File: src/rv_pkg.sv
package rv_pkg;

  // ----------------------------------------
  // Widths and fetch constants
  // ----------------------------------------

  localparam int xlen = 32;
  localparam int reg_aw = 5;

  typedef logic [xlen-1:0] word_t;
  typedef logic [reg_aw-1:0] reg_addr_t;

  // First fetch address after reset
  localparam word_t reset_pc = '0;
  // Sequential fetch step, one 32-bit instruction
  localparam word_t pc_step = 32'd4;

  // ----------------------------------------
  // Instruction encodings
  // ----------------------------------------

  // Major opcodes
  localparam logic [6:0] op_rtype = 7'b0110011;
  localparam logic [6:0] op_itype = 7'b0010011;
  localparam logic [6:0] op_lui = 7'b0110111;
  localparam logic [6:0] op_auipc = 7'b0010111;
  localparam logic [6:0] op_system = 7'b1110011;

  // The only SYSTEM word this core accepts
  localparam word_t funct_ebreak = 32'h0010_0073;

  // funct7 values, alt picks SUB and SRA
  localparam logic [6:0] funct7_base = 7'b0000000;
  localparam logic [6:0] funct7_alt = 7'b0100000;

  // funct3 values of OP and OP-IMM
  localparam logic [2:0] f3_add_sub = 3'b000;
  localparam logic [2:0] f3_sll = 3'b001;
  localparam logic [2:0] f3_slt = 3'b010;
  localparam logic [2:0] f3_sltu = 3'b011;
  localparam logic [2:0] f3_xor = 3'b100;
  localparam logic [2:0] f3_srl_sra = 3'b101;
  localparam logic [2:0] f3_or = 3'b110;
  localparam logic [2:0] f3_and = 3'b111;

  // ALU operations, pass_b forwards operand B for LUI
  typedef enum logic [3:0] {
    alu_add,
    alu_sub,
    alu_sll,
    alu_slt,
    alu_sltu,
    alu_xor,
    alu_srl,
    alu_sra,
    alu_or,
    alu_and,
    alu_pass_b
  } alu_op_t;

  // ----------------------------------------
  // Instruction format views
  // ----------------------------------------

  typedef struct packed {
    logic [6:0] funct7;
    reg_addr_t  rs2;
    reg_addr_t  rs1;
    logic [2:0] funct3;
    reg_addr_t  rd;
    logic [6:0] opcode;
  } r_fmt_t;

  typedef struct packed {
    logic [11:0] imm12;
    reg_addr_t   rs1;
    logic [2:0]  funct3;
    reg_addr_t   rd;
    logic [6:0]  opcode;
  } i_fmt_t;

  typedef struct packed {
    logic [19:0] imm20;
    reg_addr_t   rd;
    logic [6:0]  opcode;
  } u_fmt_t;

  // One fetched word, read through whichever format applies
  typedef union packed {
    r_fmt_t r_fmt;
    i_fmt_t i_fmt;
    u_fmt_t u_fmt;
  } instr_u;

  // ----------------------------------------
  // Pipeline stage payloads
  // ----------------------------------------

  // Decode to execute
  typedef struct packed {
    logic      valid;
    word_t     pc;
    reg_addr_t rs1;
    reg_addr_t rs2;
    reg_addr_t rd;
    word_t     rs1_data;
    word_t     rs2_data;
    word_t     imm;
    alu_op_t   alu_op;
    logic      use_imm;
    logic      use_pc;
    logic      reg_write;
    logic      is_ebreak;
    logic      is_illegal;
  } ex_stage_t;

  // Execute to result
  typedef struct packed {
    logic      valid;
    word_t     pc;
    reg_addr_t rd;
    word_t     result;
    logic      reg_write;
    logic      is_ebreak;
    logic      is_illegal;
  } res_stage_t;

  // Register write-back, also the forwarding source
  typedef struct packed {
    logic      en;
    reg_addr_t addr;
    word_t     data;
  } wb_t;

endpackage

File: src/rv_core.sv
`timescale 1ns/100ps

module rv_core (
  input  logic              clk,
  input  logic              rst_n,
  output rv_pkg::word_t     imem_raddr,
  input  rv_pkg::word_t     imem_rdata,
  output logic              retire_valid,
  output rv_pkg::word_t     retire_pc,
  output rv_pkg::reg_addr_t retire_rd,
  output rv_pkg::word_t     retire_data,
  output logic              ebreak,
  output logic              trap
);

  // Register file read port
  rv_pkg::reg_addr_t  rs1;
  rv_pkg::reg_addr_t  rs2;
  rv_pkg::word_t      rs1_data;
  rv_pkg::word_t      rs2_data;

  // Stage registers and the write-back path
  rv_pkg::ex_stage_t  ex;
  rv_pkg::res_stage_t res;
  rv_pkg::wb_t        wb;
  logic               halt;

  // ----------------------------------------
  // Decode, execute, result
  // ----------------------------------------

  rv_decode i_decode (
    .clk        (clk),
    .rst_n      (rst_n),
    .halt       (halt),
    .imem_raddr (imem_raddr),
    .imem_rdata (imem_rdata),
    .rs1        (rs1),
    .rs2        (rs2),
    .rs1_data   (rs1_data),
    .rs2_data   (rs2_data),
    .ex         (ex)
  );

  // Written from result, read in decode
  rv_regfile i_regfile (
    .clk      (clk),
    .rst_n    (rst_n),
    .rs1      (rs1),
    .rs2      (rs2),
    .rs1_data (rs1_data),
    .rs2_data (rs2_data),
    .wb       (wb)
  );

  rv_execute i_execute (
    .clk   (clk),
    .rst_n (rst_n),
    .ex    (ex),
    .wb    (wb),
    .res   (res)
  );

  rv_result i_result (
    .clk          (clk),
    .rst_n        (rst_n),
    .res          (res),
    .wb           (wb),
    .halt         (halt),
    .retire_valid (retire_valid),
    .retire_pc    (retire_pc),
    .retire_rd    (retire_rd),
    .retire_data  (retire_data),
    .ebreak       (ebreak),
    .trap         (trap)
  );

endmodule

File: src/rv_decode.sv
`timescale 1ns/100ps

module rv_decode (
  input  logic              clk,
  input  logic              rst_n,
  input  logic              halt,
  output rv_pkg::word_t     imem_raddr,
  input  rv_pkg::word_t     imem_rdata,
  output rv_pkg::reg_addr_t rs1,
  output rv_pkg::reg_addr_t rs2,
  input  rv_pkg::word_t     rs1_data,
  input  rv_pkg::word_t     rs2_data,
  output rv_pkg::ex_stage_t ex
);

  rv_pkg::word_t     pc;
  rv_pkg::instr_u    instr;
  rv_pkg::word_t     imm_i;
  rv_pkg::word_t     imm_u;
  rv_pkg::word_t     imm_shamt;
  logic              shift_alt;
  rv_pkg::ex_stage_t ex_next;

  // funct3 to ALU op, alt selects SUB or SRA
  function automatic rv_pkg::alu_op_t f3_to_op(input logic [2:0] funct3, input logic alt);
    rv_pkg::alu_op_t op;
    op = rv_pkg::alu_add;
    case (funct3)
      rv_pkg::f3_add_sub: op = alt ? rv_pkg::alu_sub : rv_pkg::alu_add;
      rv_pkg::f3_sll:     op = rv_pkg::alu_sll;
      rv_pkg::f3_slt:     op = rv_pkg::alu_slt;
      rv_pkg::f3_sltu:    op = rv_pkg::alu_sltu;
      rv_pkg::f3_xor:     op = rv_pkg::alu_xor;
      rv_pkg::f3_srl_sra: op = alt ? rv_pkg::alu_sra : rv_pkg::alu_srl;
      rv_pkg::f3_or:      op = rv_pkg::alu_or;
      rv_pkg::f3_and:     op = rv_pkg::alu_and;
      default:            op = rv_pkg::alu_add;
    endcase
    return op;
  endfunction

  // ----------------------------------------
  // PC and fetch
  // ----------------------------------------

  // PC freezes once the core halts
  always_ff @(posedge clk) begin
    if (!rst_n) begin
      pc <= rv_pkg::reset_pc;
    end else if (!halt) begin
      pc <= pc + rv_pkg::pc_step;
    end
  end

  // Zero-latency memory, word comes back this cycle
  assign imem_raddr = pc;
  assign instr      = imem_rdata;

  // Register file reads straight from the fields
  assign rs1 = instr.r_fmt.rs1;
  assign rs2 = instr.r_fmt.rs2;

  // ----------------------------------------
  // Field decode
  // ----------------------------------------

  // Sign-extended I immediate
  assign imm_i = {{20{instr.i_fmt.imm12[11]}}, instr.i_fmt.imm12};
  // Upper immediate, low 12 bits clear
  assign imm_u = {instr.u_fmt.imm20, 12'b0};
  // Shift amount sits in the rs2 slot of an OP-IMM shift
  assign imm_shamt = {27'b0, instr.r_fmt.rs2};
  // Only right shifts may carry the alt funct7
  assign shift_alt = (instr.r_fmt.funct3 == rv_pkg::f3_srl_sra) && instr.r_fmt.funct7[5];

  always_comb begin
    ex_next            = '0;
    ex_next.valid      = !halt;
    ex_next.pc         = pc;
    ex_next.rs1        = instr.r_fmt.rs1;
    ex_next.rs2        = instr.r_fmt.rs2;
    ex_next.rd         = instr.r_fmt.rd;
    ex_next.rs1_data   = rs1_data;
    ex_next.rs2_data   = rs2_data;
    ex_next.imm        = imm_i;
    ex_next.alu_op     = rv_pkg::alu_add;
    ex_next.is_illegal = 1'b0;

    case (instr.r_fmt.opcode)
      rv_pkg::op_rtype: begin
        ex_next.alu_op    = f3_to_op(instr.r_fmt.funct3, instr.r_fmt.funct7[5]);
        ex_next.reg_write = 1'b1;
        // Alt funct7 only for SUB and SRA
        if (instr.r_fmt.funct7 == rv_pkg::funct7_alt) begin
          ex_next.is_illegal = (instr.r_fmt.funct3 != rv_pkg::f3_add_sub) &&
                               (instr.r_fmt.funct3 != rv_pkg::f3_srl_sra);
        end else begin
          ex_next.is_illegal = (instr.r_fmt.funct7 != rv_pkg::funct7_base);
        end
      end

      rv_pkg::op_itype: begin
        ex_next.alu_op    = f3_to_op(instr.i_fmt.funct3, shift_alt);
        ex_next.use_imm   = 1'b1;
        ex_next.reg_write = 1'b1;
        if (instr.i_fmt.funct3 == rv_pkg::f3_sll) begin
          ex_next.imm        = imm_shamt;
          ex_next.is_illegal = (instr.r_fmt.funct7 != rv_pkg::funct7_base);
        end else if (instr.i_fmt.funct3 == rv_pkg::f3_srl_sra) begin
          ex_next.imm        = imm_shamt;
          ex_next.is_illegal = (instr.r_fmt.funct7 != rv_pkg::funct7_base) &&
                               (instr.r_fmt.funct7 != rv_pkg::funct7_alt);
        end
      end

      rv_pkg::op_lui: begin
        ex_next.imm       = imm_u;
        ex_next.alu_op    = rv_pkg::alu_pass_b;
        ex_next.use_imm   = 1'b1;
        ex_next.reg_write = 1'b1;
      end

      // PC plus upper immediate
      rv_pkg::op_auipc: begin
        ex_next.imm       = imm_u;
        ex_next.use_imm   = 1'b1;
        ex_next.use_pc    = 1'b1;
        ex_next.reg_write = 1'b1;
      end

      // EBREAK only, ECALL and CSR forms trap
      rv_pkg::op_system: begin
        ex_next.is_ebreak  = (imem_rdata == rv_pkg::funct_ebreak);
        ex_next.is_illegal = (imem_rdata != rv_pkg::funct_ebreak);
      end

      default: begin
        ex_next.is_illegal = 1'b1;
      end
    endcase
  end

  // ----------------------------------------
  // Decode to execute register
  // ----------------------------------------

  // Payload loads every cycle, only valid is cleared
  always_ff @(posedge clk) begin
    ex <= ex_next;
    if (!rst_n) begin
      ex.valid <= 1'b0;
    end
  end

endmodule

File: src/rv_execute.sv
`timescale 1ns/100ps

module rv_execute (
  input  logic               clk,
  input  logic               rst_n,
  input  rv_pkg::ex_stage_t  ex,
  input  rv_pkg::wb_t        wb,
  output rv_pkg::res_stage_t res
);

  rv_pkg::word_t      rs1_val;
  rv_pkg::word_t      rs2_val;
  rv_pkg::word_t      op_a;
  rv_pkg::word_t      op_b;
  logic [4:0]         shamt;
  rv_pkg::word_t      alu_y;
  rv_pkg::res_stage_t res_next;

  // Result-stage bypass for one source
  // x0 never takes a forwarded value
  function automatic rv_pkg::word_t fwd_sel(
    input rv_pkg::reg_addr_t src,
    input rv_pkg::word_t     reg_val,
    input rv_pkg::wb_t       wb_in
  );
    rv_pkg::word_t val;
    val = reg_val;
    if (wb_in.en && (src != '0) && (wb_in.addr == src)) begin
      val = wb_in.data;
    end
    return val;
  endfunction

  // ----------------------------------------
  // Operand select
  // ----------------------------------------

  // Instruction one ahead is in result now
  assign rs1_val = fwd_sel(ex.rs1, ex.rs1_data, wb);
  assign rs2_val = fwd_sel(ex.rs2, ex.rs2_data, wb);

  // A is the PC for AUIPC
  assign op_a = ex.use_pc ? ex.pc : rs1_val;
  // B is the immediate for OP-IMM, LUI and AUIPC
  assign op_b = ex.use_imm ? ex.imm : rs2_val;

  assign shamt = op_b[4:0];

  // ----------------------------------------
  // ALU
  // ----------------------------------------

  always_comb begin
    case (ex.alu_op)
      rv_pkg::alu_add:    alu_y = op_a + op_b;
      rv_pkg::alu_sub:    alu_y = op_a - op_b;
      rv_pkg::alu_sll:    alu_y = op_a << shamt;
      rv_pkg::alu_slt:    alu_y = {31'b0, $signed(op_a) < $signed(op_b)};
      rv_pkg::alu_sltu:   alu_y = {31'b0, op_a < op_b};
      rv_pkg::alu_xor:    alu_y = op_a ^ op_b;
      rv_pkg::alu_srl:    alu_y = op_a >> shamt;
      rv_pkg::alu_sra:    alu_y = rv_pkg::word_t'($signed(op_a) >>> shamt);
      rv_pkg::alu_or:     alu_y = op_a | op_b;
      rv_pkg::alu_and:    alu_y = op_a & op_b;
      rv_pkg::alu_pass_b: alu_y = op_b;
      default:            alu_y = '0;
    endcase
  end

  // Carry the item on with its outcome
  always_comb begin
    res_next.valid      = ex.valid;
    res_next.pc         = ex.pc;
    res_next.rd         = ex.rd;
    res_next.result     = alu_y;
    res_next.reg_write  = ex.reg_write;
    res_next.is_ebreak  = ex.is_ebreak;
    res_next.is_illegal = ex.is_illegal;
  end

  // ----------------------------------------
  // Execute to result register
  // ----------------------------------------

  always_ff @(posedge clk) begin
    res <= res_next;
    if (!rst_n) begin
      res.valid <= 1'b0;
    end
  end

endmodule

File: src/rv_regfile.sv
`timescale 1ns/100ps

module rv_regfile (
  input  logic              clk,
  input  logic              rst_n,
  input  rv_pkg::reg_addr_t rs1,
  input  rv_pkg::reg_addr_t rs2,
  output rv_pkg::word_t     rs1_data,
  output rv_pkg::word_t     rs2_data,
  input  rv_pkg::wb_t       wb
);

  // x1 to x31, x0 is not stored
  rv_pkg::word_t regs [31:1];

  // Write port
  // No writes while reset is held
  always_ff @(posedge clk) begin
    if (rst_n && wb.en && (wb.addr != '0)) begin
      regs[wb.addr] <= wb.data;
    end
  end

  // ----------------------------------------
  // Read ports with write-through
  // ----------------------------------------

  // x0 reads zero
  // Same-cycle write to the read address returns the new data
  always_comb begin
    if (rs1 == '0) begin
      rs1_data = '0;
    end else if (wb.en && (wb.addr == rs1)) begin
      rs1_data = wb.data;
    end else begin
      rs1_data = regs[rs1];
    end

    if (rs2 == '0) begin
      rs2_data = '0;
    end else if (wb.en && (wb.addr == rs2)) begin
      rs2_data = wb.data;
    end else begin
      rs2_data = regs[rs2];
    end
  end

endmodule

File: src/rv_result.sv
`timescale 1ns/100ps

module rv_result (
  input  logic               clk,
  input  logic               rst_n,
  input  rv_pkg::res_stage_t res,
  output rv_pkg::wb_t        wb,
  output logic               halt,
  output logic               retire_valid,
  output rv_pkg::word_t      retire_pc,
  output rv_pkg::reg_addr_t  retire_rd,
  output rv_pkg::word_t      retire_data,
  output logic               ebreak,
  output logic               trap
);

  logic ebreak_q;
  logic trap_q;
  logic ebreak_hit;
  logic trap_hit;
  logic halting;
  logic writes;

  // ----------------------------------------
  // Halt detection
  // ----------------------------------------

  // Halting word sits in the result register
  assign halting    = res.valid && (res.is_ebreak || res.is_illegal);
  // First halting word only, later ones are already behind the halt
  assign ebreak_hit = res.valid && res.is_ebreak && !halt;
  assign trap_hit   = res.valid && res.is_illegal && !halt;

  // Sticky flags, cleared only by reset
  always_ff @(posedge clk) begin
    if (!rst_n) begin
      ebreak_q <= 1'b0;
      trap_q   <= 1'b0;
    end else begin
      ebreak_q <= ebreak_q || ebreak_hit;
      trap_q   <= trap_q || trap_hit;
    end
  end

  // Flags show in the halting cycle and stay up
  assign ebreak = ebreak_q || ebreak_hit;
  assign trap   = trap_q || trap_hit;
  // Decode sees the halt from the next cycle on
  assign halt   = ebreak_q || trap_q;

  // ----------------------------------------
  // Write-back and retire
  // ----------------------------------------

  // Halting word itself never retires
  assign retire_valid = res.valid && !halting && !halt;
  // x0 and non-writing instructions skip the register file
  assign writes       = retire_valid && res.reg_write && (res.rd != '0);

  assign wb.en   = writes;
  assign wb.addr = res.rd;
  assign wb.data = res.result;

  assign retire_pc   = res.pc;
  assign retire_rd   = writes ? res.rd : '0;
  assign retire_data = writes ? res.result : '0;

endmodule

File: config.mk
export PLATFORM = sky130hd
export DESIGN_NAME = rv_core
export DESIGN_NICKNAME = d
export VERILOG_FILES = /design/src/rv_pkg.sv /design/src/rv_core.sv /design/src/rv_decode.sv /design/src/rv_execute.sv /design/src/rv_regfile.sv /design/src/rv_result.sv
export SDC_FILE = /design/constraint.sdc
export NUM_CORES = 2
export LEC_CHECK = 0
export BUFFER_PORTS_ARGS = -buffer_cell sky130_fd_sc_hd__buf_2
export CAP_MARGIN = 40
export CORE_ASPECT_RATIO = 0.8
export CORE_MARGIN = 2
export CORE_UTILIZATION = 60
export DETAILED_ROUTE_END_ITERATION = 10
export PLACE_DENSITY = 0.77
export SLEW_MARGIN = 20
export SYNTH_ARGS = -nofsm -noshare
export SYNTH_HDL_FRONTEND = slang
export SYNTH_SLANG_ARGS = --single-unit
File: constraint.sdc
create_clock -name clk -period 9.91 [get_ports clk]
set_clock_uncertainty 0.05 [all_clocks]
set_input_delay 1.4865 -clock clk [delete_from_list [all_inputs] [get_ports clk]]
set_output_delay 1.4865 -clock clk [all_outputs]
set_load 0.03 [all_outputs]
==> results.tsv <==
metric	value	unit
status	completed	
ys_ff_latch	1246	
cts_tree	built	
num_vias	45911	
slowest_delay	720	ps
port_buffers	133	
fmax	149	MHz
worstPathRequired	10470	ps
grt_usage	42.8	%
min_period	6710	ps
synth.most_common_cell	edfxtp_1	
place_inst	5875	
grt_pass1_vias	45038	
syn_area_per_cell	14.1	sq um
numCtsBuffers	118	
grt_first_pass_wirelength	333000	um
wl_per_cell	38.5	um
worstHoldPathCells	0	
start_util	60.7	%
worstMarginPinSlew	1100	ps
syn_inst	4588	
register_area	34900	sq um
dr.pass1.iters	6	
path_clk_slew	70	ps
preCtsSetupSlack	3510	ps
synth.top_cells.by_area	edfxtp_1, mux4_2, dfxtp_1	
stdcell_area	71200	sq um
yosysTopAreaCellShare	46.0	%
crit_start	i_execute.res[37]$_DFF_P_	
cts_resized	0	
hold_viol_final	0	
drtIter0Drc	8032	
drive_above_1_share	25.0	%
die_h	298	um
r2r_cells	18	
r2r-end	i_execute.res[20]$_DFF_P_	
hold_path_class	register to register	
synth_warnings	0	
routabilityCongestion	1.10	
rsz0062_at_grt	false	
crit_type	register to register	
hold_start	i_decode.ex[2]$_DFF_P_	
cp_common_cell	buf_4	
grt_max_degree	126	
routed_wl	235000	um
arrival	7270	ps
cpMaxStageDelayCell	dfxtp_1	
setup_tns	0	ps
dpl_cell_area	67000	sq um
via_per_inst	7.52	
cp_max_fo	21	
nets	4729	
path_cells	nor3_1 -> nand2_1 -> o2111a_1 -> buf_4 -> mux2i_1 -> buf_4 -> nor2_4 -> buf_4 -> ha_1 -> a21oi_1 -> nor4b_1 -> a21o_1 -> a2111oi_4 -> o211ai_1 -> o21ai_1 -> a221oi_1 -> a21oi_1 -> or4_1	
synth_area	64800	sq um
hold_end	i_execute.res[2]$_DFF_P_	
ys.flop_type	edfxtp_1	
async_reset_ff_share	0	%
grt_overflow	0	
setup_violations	0	
post-dp-hpwl	147000	um
synthToLayoutAreaGrowth	9.89	%
setup_ws	3200	ps
startpoint_type	register	
clk_latency	790	ps
endpoint_kind	register	
antenna_found_initial	11	
synthTopCellsByCount	edfxtp_1, mux4_2, nor2_1, dfxtp_1, clkbuf_1	
final_max_slew_viol_count	0	
r2r_start	i_execute.res[37]$_DFF_P_	
synth_edf_count	992	
core	107000	sq um
die-area	111000	sq um
io_pins	138	
p_leak	24.6	nW
synth-seq-area-share	53.8	%
layout.cells.non_filler	6109	
post-cts-setup-buffers	0	
final.fill_count	7122	
max_slew_margin	26.8	%
yosysTopAreaCell	edfxtp_1	
p_per_area	198	nW/um^2
fin_crit_sh	67.7	%
peakVddDrop	0.183	mV
drc	0	
drv_cap	0	
ctsLongestPathBuffers	3	
multi_input_area	27900	sq um
timing.reg2reg.setup_slack	3200	ps
die_w	371	um
row_count	107	
cts_sinks	1246	
ant_nets	0	
htreeDepth	3	
cts_root_buf	clkbuf_16	
hold_buffers	0	
ys_types	96	
==> layout make-up <==
type                            instances  share of cell area [%]
Antenna cell                            1                 0.00352
Clock buffer                          144                    4.42
Clock inverter                         76                    1.03
Inverter                              115                   0.610
Multi-Input combinational cell       2809                    39.2
Sequential cell                      1246                    49.0
Tap cell                             1417                    2.49
Timing Repair Buffer                  301                    3.26
==> routing by layer <==
metal / routed length, um / vias to the layer above / global-route usage (%) / part of all wire [%]
met2: 102000 / 3914 / 60.9 / 44
met4: 13600 / 10 / 21.1 / 5.8
met1: 83700 / 23004 / 59.7 / 36
met3: 35300 / 757 / 13.7 / 15
met5: 62 / - / 0 / 0.026
li1: - / 18226 / - / -
==> state kept, by name (all words and copies together), names as in the netlist <==
| register | count |
|---|---|
| i_decode.ex | 151 |
| i_regfile.regs | 992 |
| i_result.trap_q | 1 |
| i_decode.imem_raddr | 30 |
| i_result.ebreak_q | 1 |
| i_execute.res | 71 |
==> logic make-up (layout without fill, tap and decap cells) <==
family / count (synthesis) / in the layout / share of synthesized area [%]
AO/OA/AOI/OAI: 895 / 895 / 9.50
flip-flops: 1246 / 1246 / 53.8
XOR/XNOR: 64 / 64 / 0.865
AND/OR/NAND/NOR: 966 / 966 / 6.97
multiplexers: 776 / 776 / 23.2
other: 1 / 5 / 0.00579
adder cells (fa/ha/maj): 104 / 104 / 2.03
buffers and inverters: 536 / 636 / 3.59
==> report_power, final <==
group,switching (W),internal (W)
Clock,0.00210,0.00249
Sequential,0.000176,0.00631
Combinational,0.00214,0.000913
==> cell usage in the layout, fill, tap and decap left out, types with 16 or more instances in the layout <==
master / count
edfxtp_1: 992
mux4_2: 576
nor2_1: 302
dfxtp_1: 248
a21oi_1: 222
nand2_1: 216
mux2i_1: 184
o21ai_0: 144
buf_4: 138
buf_2: 127
clkbuf_16: 121
inv_1: 102
ha_1: 102
nand3_1: 101
a211oi_1: 89
nor3_1: 63
o211ai_1: 53
nor2b_1: 52
and2_1: 50
xnor2_1: 40
and3_1: 35
a21o_1: 34
nor2_4: 33
o21ai_1: 30
o41ai_1: 29
a221oi_1: 27
clkinv_1: 26
xor2_1: 24
nand4_1: 23
o22ai_1: 22
or3_1: 21
o21bai_1: 20
clkbuf_1: 20
o211ai_2: 18
o221ai_1: 18
nand2b_1: 17
a22oi_1: 16
clkinv_2: 16
==> worst max-delay path: cells and delay by family, from the launching register on <==
| kind | cells | cell delay (ps) |
|---|---|---|
| mux | 1 | 230 |
| flops | 1 | 720 |
| fa+ha+maj | 1 | 370 |
| compound gates | 8 | 2380 |
| buf+inv | 3 | 800 |
| simple gates | 5 | 1950 |
==> how the worst max path moves through the flow <==
stage and end:
2_1_floorplan i_execute.res[14]$_DFF_P_, 3_3_place_gp i_execute.res[17]$_DFF_P_, 3_5_place_dp i_execute.res[20]$_DFF_P_, 4_1_cts i_execute.res[20]$_DFF_P_
5_1_grt i_execute.res[33]$_DFF_P_, 6_report i_execute.res[20]$_DFF_P_
==> stage by stage <==
stage / hold slack, ps / power (W) / utilization, %
floorplan: 260 / 0.00829 / -
finish: 289 / 0.0141 / 66.7
detailed placement: 265 / 0.00946 / 62.8
global route: 303 / 0.0144 / 66.7
global placement: 266 / 0.00942 / 62.6
CTS: 287 / 0.0140 / 66.5
Power figures use the tool's default switching activity.
